[src/common/sysctrl_pkg.sv]
package sysctrl_pkg;

    // ========================================
    // bus geometry
    // ========================================
    localparam int DATA_W = 32;
    localparam int OFS_W  = 8;

    // only the bits above the offset field are compared.
    localparam logic [DATA_W-1:0] BASE_ADR = 32'h2F00_0000;

    // ========================================
    // register offsets
    // ========================================
    localparam logic [OFS_W-1:0] OFS_PWRGOOD  = 8'h00; // read-only status.
    localparam logic [OFS_W-1:0] OFS_CLK_OUT  = 8'h04;
    localparam logic [OFS_W-1:0] OFS_TRAP_OUT = 8'h08;
    localparam logic [OFS_W-1:0] OFS_IRQ_SRC  = 8'h0C;
    localparam logic [OFS_W-1:0] OFS_PWR_LOSS = 8'h10; // write one to clear.

endpackage

[src/sysctrl_bus.sv]
`timescale 1ns/1ps

module sysctrl_bus (
    input  logic                            clk,
    input  logic                            resetn,

    input  logic                            cyc_i,
    input  logic                            stb_i,
    input  logic                            we_i,
    input  logic [3:0]                      sel_i,
    input  logic [sysctrl_pkg::DATA_W-1:0]  adr_i,
    input  logic [sysctrl_pkg::DATA_W-1:0]  dat_i,

    input  logic                            regs_hit_i,
    input  logic [sysctrl_pkg::DATA_W-1:0]  regs_rdata_i,
    input  logic                            mon_hit_i,
    input  logic [sysctrl_pkg::DATA_W-1:0]  mon_rdata_i,

    output logic                            req_o,
    output logic [sysctrl_pkg::OFS_W-1:0]   ofs_o,
    output logic                            wen_o,
    output logic [sysctrl_pkg::DATA_W-1:0]  wdata_o,

    output logic [sysctrl_pkg::DATA_W-1:0]  dat_o,
    output logic                            ack_o,
    output logic                            err_o
);

    logic base_match;
    logic any_hit;

    // ========================================
    // request qualification
    // ========================================
    assign base_match = (adr_i[sysctrl_pkg::DATA_W-1:sysctrl_pkg::OFS_W] ==
                         sysctrl_pkg::BASE_ADR[sysctrl_pkg::DATA_W-1:sysctrl_pkg::OFS_W]);

    // a held request is not taken again while its response is out.
    assign req_o   = cyc_i && stb_i && base_match && !ack_o && !err_o;
    assign ofs_o   = adr_i[sysctrl_pkg::OFS_W-1:0];
    assign wen_o   = we_i && sel_i[0]; // lane 0 only, upper lanes ignored.
    assign wdata_o = dat_i;

    // ========================================
    // response
    // ========================================
    assign any_hit = regs_hit_i || mon_hit_i;

    always_ff @(posedge clk) begin
        if (!resetn) begin
            ack_o <= 1'b0;
            err_o <= 1'b0;
        end else begin
            ack_o <= req_o && any_hit;
            err_o <= req_o && !any_hit; // in-base but unmapped.
        end
    end

    // parts return zero unless they hit on the previous edge.
    assign dat_o = regs_rdata_i | mon_rdata_i;

endmodule

[src/sysctrl_regs/sysctrl_regs.sv]
`timescale 1ns/1ps

module sysctrl_regs (
    input  logic                            clk,
    input  logic                            resetn,

    input  logic                            req_i,
    input  logic [sysctrl_pkg::OFS_W-1:0]   ofs_i,
    input  logic                            wen_i,
    input  logic [sysctrl_pkg::DATA_W-1:0]  wdata_i,

    output logic                            hit_o,
    output logic [sysctrl_pkg::DATA_W-1:0]  rdata_o,

    output logic                            clk1_output_dest_o,
    output logic                            clk2_output_dest_o,
    output logic                            trap_output_dest_o,
    output logic                            irq_7_inputsrc_o,
    output logic                            irq_8_inputsrc_o
);

    logic                           clk_out_sel;
    logic                           trap_out_sel;
    logic                           irq_src_sel;
    logic [sysctrl_pkg::DATA_W-1:0] rd_word;

    // ========================================
    // decode
    // ========================================
    assign clk_out_sel  = req_i && (ofs_i == sysctrl_pkg::OFS_CLK_OUT);
    assign trap_out_sel = req_i && (ofs_i == sysctrl_pkg::OFS_TRAP_OUT);
    assign irq_src_sel  = req_i && (ofs_i == sysctrl_pkg::OFS_IRQ_SRC);

    assign hit_o = clk_out_sel || trap_out_sel || irq_src_sel;

    // ========================================
    // control bits
    // ========================================
    always_ff @(posedge clk) begin
        if (!resetn) begin
            clk1_output_dest_o <= 1'b0;
            clk2_output_dest_o <= 1'b0;
            trap_output_dest_o <= 1'b0;
            irq_7_inputsrc_o   <= 1'b0;
            irq_8_inputsrc_o   <= 1'b0;
        end else if (wen_i) begin
            if (clk_out_sel) begin
                clk1_output_dest_o <= wdata_i[0];
                clk2_output_dest_o <= wdata_i[1];
            end
            if (trap_out_sel) begin
                trap_output_dest_o <= wdata_i[0];
            end
            if (irq_src_sel) begin
                irq_7_inputsrc_o <= wdata_i[0];
                irq_8_inputsrc_o <= wdata_i[1];
            end
        end
    end

    // read word built from the value before any write at this edge.
    always_comb begin
        rd_word = '0;
        if (clk_out_sel) begin
            rd_word[1:0] = {clk2_output_dest_o, clk1_output_dest_o};
        end else if (trap_out_sel) begin
            rd_word[0] = trap_output_dest_o;
        end else if (irq_src_sel) begin
            rd_word[1:0] = {irq_8_inputsrc_o, irq_7_inputsrc_o};
        end
    end

    always_ff @(posedge clk) begin
        rdata_o <= rd_word; // zero when not hit.
    end

endmodule

[src/pwrgood_mon/pwrgood_mon.sv]
`timescale 1ns/1ps

module pwrgood_mon (
    input  logic                            clk,
    input  logic                            resetn,

    input  logic                            req_i,
    input  logic [sysctrl_pkg::OFS_W-1:0]   ofs_i,
    input  logic                            wen_i,
    input  logic [sysctrl_pkg::DATA_W-1:0]  wdata_i,

    input  logic                            usr1_pwrgood_i,
    input  logic                            usr2_pwrgood_i,

    output logic                            hit_o,
    output logic [sysctrl_pkg::DATA_W-1:0]  rdata_o,
    output logic [1:0]                      pwr_lost_o
);

    logic [1:0]                     sync_meta;
    logic [1:0]                     sync_good;
    logic [1:0]                     good_prev;
    logic [1:0]                     fall;
    logic [1:0]                     clr;
    logic                           status_sel;
    logic                           loss_sel;
    logic [sysctrl_pkg::DATA_W-1:0] rd_word;

    // ========================================
    // synchronizers
    // ========================================
    always_ff @(posedge clk) begin
        if (!resetn) begin
            sync_meta <= 2'b00;
            sync_good <= 2'b00;
            good_prev <= 2'b00; // no false fall out of reset.
        end else begin
            sync_meta <= {usr2_pwrgood_i, usr1_pwrgood_i};
            sync_good <= sync_meta;
            good_prev <= sync_good;
        end
    end

    assign fall = good_prev & ~sync_good;

    // ========================================
    // decode and sticky flags
    // ========================================
    assign status_sel = req_i && (ofs_i == sysctrl_pkg::OFS_PWRGOOD);
    assign loss_sel   = req_i && (ofs_i == sysctrl_pkg::OFS_PWR_LOSS);
    assign hit_o      = status_sel || loss_sel;

    assign clr = (loss_sel && wen_i) ? wdata_i[1:0] : 2'b00;

    always_ff @(posedge clk) begin
        if (!resetn) begin
            pwr_lost_o <= 2'b00;
        end else begin
            pwr_lost_o <= (pwr_lost_o & ~clr) | fall; // a new fall beats the clear.
        end
    end

    // status word is read-only; writes to it are dropped.
    always_comb begin
        rd_word = '0;
        if (status_sel) begin
            rd_word[1:0] = sync_good;
        end else if (loss_sel) begin
            rd_word[1:0] = pwr_lost_o;
        end
    end

    always_ff @(posedge clk) begin
        rdata_o <= rd_word;
    end

endmodule

[src/sysctrl_wb.sv]
`timescale 1ns/1ps

module sysctrl_wb (
    input  logic                            clk,
    input  logic                            resetn,

    input  logic                            wb_cyc_i,
    input  logic                            wb_stb_i,
    input  logic                            wb_we_i,
    input  logic [3:0]                      wb_sel_i,
    input  logic [sysctrl_pkg::DATA_W-1:0]  wb_adr_i,
    input  logic [sysctrl_pkg::DATA_W-1:0]  wb_dat_i,
    output logic [sysctrl_pkg::DATA_W-1:0]  wb_dat_o,
    output logic                            wb_ack_o,
    output logic                            wb_err_o,

    input  logic                            usr1_pwrgood_i,
    input  logic                            usr2_pwrgood_i,

    output logic                            clk1_output_dest_o,
    output logic                            clk2_output_dest_o,
    output logic                            trap_output_dest_o,
    output logic                            irq_7_inputsrc_o,
    output logic                            irq_8_inputsrc_o,
    output logic [1:0]                      pwr_lost_o
);

    logic                           req;
    logic [sysctrl_pkg::OFS_W-1:0]  ofs;
    logic                           wen;
    logic [sysctrl_pkg::DATA_W-1:0] wdata;
    logic                           regs_hit;
    logic [sysctrl_pkg::DATA_W-1:0] regs_rdata;
    logic                           mon_hit;
    logic [sysctrl_pkg::DATA_W-1:0] mon_rdata;

    // ========================================
    // bus front end
    // ========================================
    sysctrl_bus u_bus (
        .clk          (clk),
        .resetn       (resetn),
        .cyc_i        (wb_cyc_i),
        .stb_i        (wb_stb_i),
        .we_i         (wb_we_i),
        .sel_i        (wb_sel_i),
        .adr_i        (wb_adr_i),
        .dat_i        (wb_dat_i),
        .regs_hit_i   (regs_hit),
        .regs_rdata_i (regs_rdata),
        .mon_hit_i    (mon_hit),
        .mon_rdata_i  (mon_rdata),
        .req_o        (req),
        .ofs_o        (ofs),
        .wen_o        (wen),
        .wdata_o      (wdata),
        .dat_o        (wb_dat_o),
        .ack_o        (wb_ack_o),
        .err_o        (wb_err_o)
    );

    // ========================================
    // register parts
    // ========================================
    sysctrl_regs u_regs (
        .clk                (clk),
        .resetn             (resetn),
        .req_i              (req),
        .ofs_i              (ofs),
        .wen_i              (wen),
        .wdata_i            (wdata),
        .hit_o              (regs_hit),
        .rdata_o            (regs_rdata),
        .clk1_output_dest_o (clk1_output_dest_o),
        .clk2_output_dest_o (clk2_output_dest_o),
        .trap_output_dest_o (trap_output_dest_o),
        .irq_7_inputsrc_o   (irq_7_inputsrc_o),
        .irq_8_inputsrc_o   (irq_8_inputsrc_o)
    );

    pwrgood_mon u_mon (
        .clk            (clk),
        .resetn         (resetn),
        .req_i          (req),
        .ofs_i          (ofs),
        .wen_i          (wen),
        .wdata_i        (wdata),
        .usr1_pwrgood_i (usr1_pwrgood_i),
        .usr2_pwrgood_i (usr2_pwrgood_i),
        .hit_o          (mon_hit),
        .rdata_o        (mon_rdata),
        .pwr_lost_o     (pwr_lost_o)
    );

endmodule

[config.mk]
export PLATFORM = sky130hd
export DESIGN_NAME = sysctrl_wb
export DESIGN_NICKNAME = d
export VERILOG_FILES = /design/src/common/sysctrl_pkg.sv /design/src/sysctrl_bus.sv /design/src/sysctrl_regs/sysctrl_regs.sv /design/src/pwrgood_mon/pwrgood_mon.sv /design/src/sysctrl_wb.sv
export SDC_FILE = /design/constraint.sdc
export NUM_CORES = 1
export LEC_CHECK = 0
export BUFFER_PORTS_ARGS = -buffer_cell sky130_fd_sc_hd__buf_2
export CAP_MARGIN = 5
export CORE_MARGIN = 4
export CORE_UTILIZATION = 35
export DETAILED_ROUTE_END_ITERATION = 6
export PLACE_DENSITY = 0.78
export SLEW_MARGIN = 15
export SYNTH_ARGS = -nofsm -noshare
export SYNTH_HDL_FRONTEND = slang
export SYNTH_SLANG_ARGS = --single-unit
[constraint.sdc]
create_clock -name clk -period 1.7 [get_ports clk]
set_input_delay 0.34 -clock clk [delete_from_list [all_inputs] [get_ports clk]]
set_output_delay 0.34 -clock clk [all_outputs]
set_load 0.02 [all_outputs]
==> results.sh <==
export IMPL_max_stage_delay_ns=0.38
export IMPL_totalWireLength_mm=2.35
export IMPL_dieArea_sq_mm=0.00425
export IMPL_fp_row_count=20
export IMPL_synth_compound_area_share_pct=2.84
export IMPL_hold_end="u_mon.sync_meta[0]$_SDFF_PN0_"
export IMPL_yosys_area_share_simple_pct=34.1
export IMPL_die_h_um=65.2
export IMPL_max_vdd_ir_drop_mv=0.313
export IMPL_clkSinkCount=19
export IMPL_drtIter0Drc=16
export IMPL_cts_buffers=3
export IMPL_reg2regPathDepth=4
export IMPL_required_ns=1.91
export IMPL_nNetsFinal=255
export IMPL_timing_rr_start="u_bus.ack_o$_SDFF_PN0_"
export IMPL_hold_ws_ns=0.246
export IMPL_min_period_over_period_pct=91.3
export IMPL_coreArea_sq_mm=0.00310
export IMPL_grt_overflow=0
export IMPL_clk_pin_slew_ns=0.10
export IMPL_worstReg2RegEnd="u_regs.rdata_o[1]$_DFF_P_"
export IMPL_hp_start="usr1_pwrgood_i"
export IMPL_maxSlewViolCount=0
export IMPL_syn_area_sq_mm=0.00115
export IMPL_pwr_density_cell_mw_per_mm2=603
export IMPL_hp_class="primary input to flip-flop"
export IMPL_initial_core_util_pct=36.9
export IMPL_synth_area_top_cells="dfxtp_1, buf_4, nor4_2, mux2i_1, and2_1"
export IMPL_dpl_worst_slack_ns=-0.0388
export IMPL_post_dp_hpwl_mm=1.99
export IMPL_die_x_um=65.2
export IMPL_crit_arrival_ns=1.76
export IMPL_clk_latency_ns=0.29
export IMPL_yosysTopAreaCellShare_pct=33.2
export IMPL_setup_slack_ns=0.149
export IMPL_r2r_slack_ns=0.15
export IMPL_synthAdderAreaFrac_pct=0
export IMPL_p_leak_nw=0.649
export IMPL_antenna_cells=0
export IMPL_drive_gt1_share_pct=41.9
export IMPL_yosys_warnings=0
export IMPL_cap_violations=0
export IMPL_cts_tree="built"
export IMPL_path_max_fanout=6
export IMPL_setup_viol=0
export IMPL_dr_pass1_iters=4
export IMPL_ctsLongestPathBuffers=2
export IMPL_ios=116
export IMPL_gp_congestion=0.785
export IMPL_synth_xor_area_share_pct=0
export IMPL_syn_inst=124
export IMPL_synth_seq_cells=19
export IMPL_crit_path_cell_trace="nor4b_1 > nand3_1 > or2_1 > nor4_2"
export IMPL_track_usage_pct=10.5
export IMPL_grt_pass1_wl_mm=3.48
export IMPL_synth_top_family_by_area="simple AND/OR/NAND/NOR gates"
export IMPL_ys_seq_area_share_pct=33.2
export IMPL_holdPathStages=2
export IMPL_cp_slowest_cell="or2_1"
export IMPL_cp_start_kind="flip-flop"
export IMPL_cts_root_buf="clkbuf_4"
export IMPL_finalHoldViolCount=0
export IMPL_drt_drc_violations_left=0
export IMPL_finClkSkew_ns=0.00454
export IMPL_synthArstFlopShare_pct=0
export IMPL_viasPerCell=4.20
export IMPL_ys_flop_type="dfxtp_1"
export IMPL_postRouteAntennaNets=0
export IMPL_yosysTopAreaCell="dfxtp_1"
export IMPL_wl_per_cell_um=10.5
export IMPL_outcome="complete, no violations"
export IMPL_grt_pass1_vias=820
export IMPL_synthMuxAreaShare_pct=7.97
export IMPL_dr_total_vias=937
export IMPL_fmax_mhz=645
export IMPL_area_delta_synth_final_pct=20.3
export IMPL_crit_path_end_kind="flip-flop"
export IMPL_synth_area_per_cell_sq_um=9.24
export IMPL_min_period_ns=1.55
export IMPL_h_tree_depth=1
export IMPL_grt_max_degree=18
export IMPL_synth_edff_count=0
export IMPL_postCtsHoldBufs=0
export IMPL_antenna_found_initial=0
export IMPL_port_buffers=52
export IMPL_fillers=334
export IMPL_worstSetupPathType="flip-flop to flip-flop"
export IMPL_synthDistinctLibCells=28
-- power by group --
part / switching, mW / internal [mW]
sequential: 0.00294 / 0.452
combinational: 0.104 / 0.0538
clock: 0.128 / 0.0913
-- cell type report --
cell class                 count  area [sq um]  share of cell area [%]
timing repair buffer          56           290                    21.1
multi-input combinational    100           627                    45.5
sequential                    19           380                    27.6
tap                           44          55.1                    3.99
clock buffer                   4          26.3                    1.91
-- metal layers --
metal	GRT usage, %	up-vias	share of wire, %
met4	4.66	0	1.1
met2	18.0	45	48
met5	0	-	0
li1	-	477	-
met1	11.7	411	39
met3	3.76	4	12
-- metrics by stage --
step / std cells / setup TNS (ns) / util, % / instance area (sq um) / power [mW]
3_3_place_gp: 218 / -0.0894 / 43.3 / 1350 / 0.619
5_1_grt: 223 / -0.00778 / 44.4 / 1380 / 0.871
3_5_place_dp: 218 / -0.118 / 43.3 / 1350 / 0.621
6_report: 223 / 0 / 44.4 / 1380 / 0.832
4_1_cts: 222 / 0 / 44.2 / 1370 / 0.838
2_1_floorplan: 153 / 0 / - / 1250 / 0.615
-- how the worst max path moves through the flow --
stage                                 startpoint                         to  cells after the start
after detailed placement            wb_adr_i[14]  u_regs.rdata_o[1]$_DFF_P_                      5
after global placement              wb_adr_i[31]  u_regs.rdata_o[1]$_DFF_P_                      5
after global routing      u_bus.ack_o$_SDFF_PN0_  u_regs.rdata_o[1]$_DFF_P_                      4
final                     u_bus.ack_o$_SDFF_PN0_  u_regs.rdata_o[1]$_DFF_P_                      4
after floorplan           u_bus.ack_o$_SDFF_PN0_   u_mon.rdata_o[0]$_DFF_P_                      5
after CTS                 u_bus.ack_o$_SDFF_PN0_  u_regs.rdata_o[1]$_DFF_P_                      4
-- Yosys cell counts (all sizes together) (2+ instances only) --
cell    count
clkbuf      3
mux2i       8
nor2b       4
dfxtp      19
buf        31
nand2      10
nor4       10
nor4bb      2
nor2        7
or2         4
nor4b       2
nand4       3
nand2b      2
o21ai       3
a31oi       2
and2        7
-- cell usage in the layout (no fill, tap or decap), types with 2 or more instances in the layout --
| cell | instances |
|---|---|
| and2_1 | 7 |
| nor4_2 | 9 |
| nor2b_1 | 4 |
| or2_2 | 3 |
| o21ai_0 | 3 |
| dfxtp_1 | 19 |
| buf_4 | 4 |
| buf_2 | 52 |
| nor2_1 | 7 |
| conb_1 | 30 |
| nand4_1 | 2 |
| clkbuf_4 | 3 |
| nor4bb_1 | 2 |
| nand2b_1 | 2 |
| nand2_1 | 10 |
| a31oi_1 | 2 |
| mux2i_1 | 8 |
-- sequential cells by signal, indices dropped and copies added, names as in the netlist, 2 cells and up --
name / count
u_mon.good_prev: 2
u_mon.pwr_lost_o: 2
u_regs.rdata_o: 2
u_mon.sync_good: 2
u_mon.sync_meta: 2
u_mon.rdata_o: 2
-- repair_timing --
item,4_1_cts,5_1_grt
resized for setup,0,0
setup buffers,0,1
endpoints found under the setup margin,0,2
-- critical path, delay by kind of cell (launching register included) --
family           cells  cell delay (ns)
and+or+nand+nor      4             1.15
DFF                  1             0.32
-- logic make-up (layout without fill, tap and decap cells) --
logic type,Yosys count,after routing
AND/OR/NAND/NOR,55,55
multiplexers,9,9
other,1,30
flip-flops,19,19
AO/OA/AOI/OAI,6,6
buffers and inverters,34,60
Note: power is estimated with default switching activity, not from simulation.
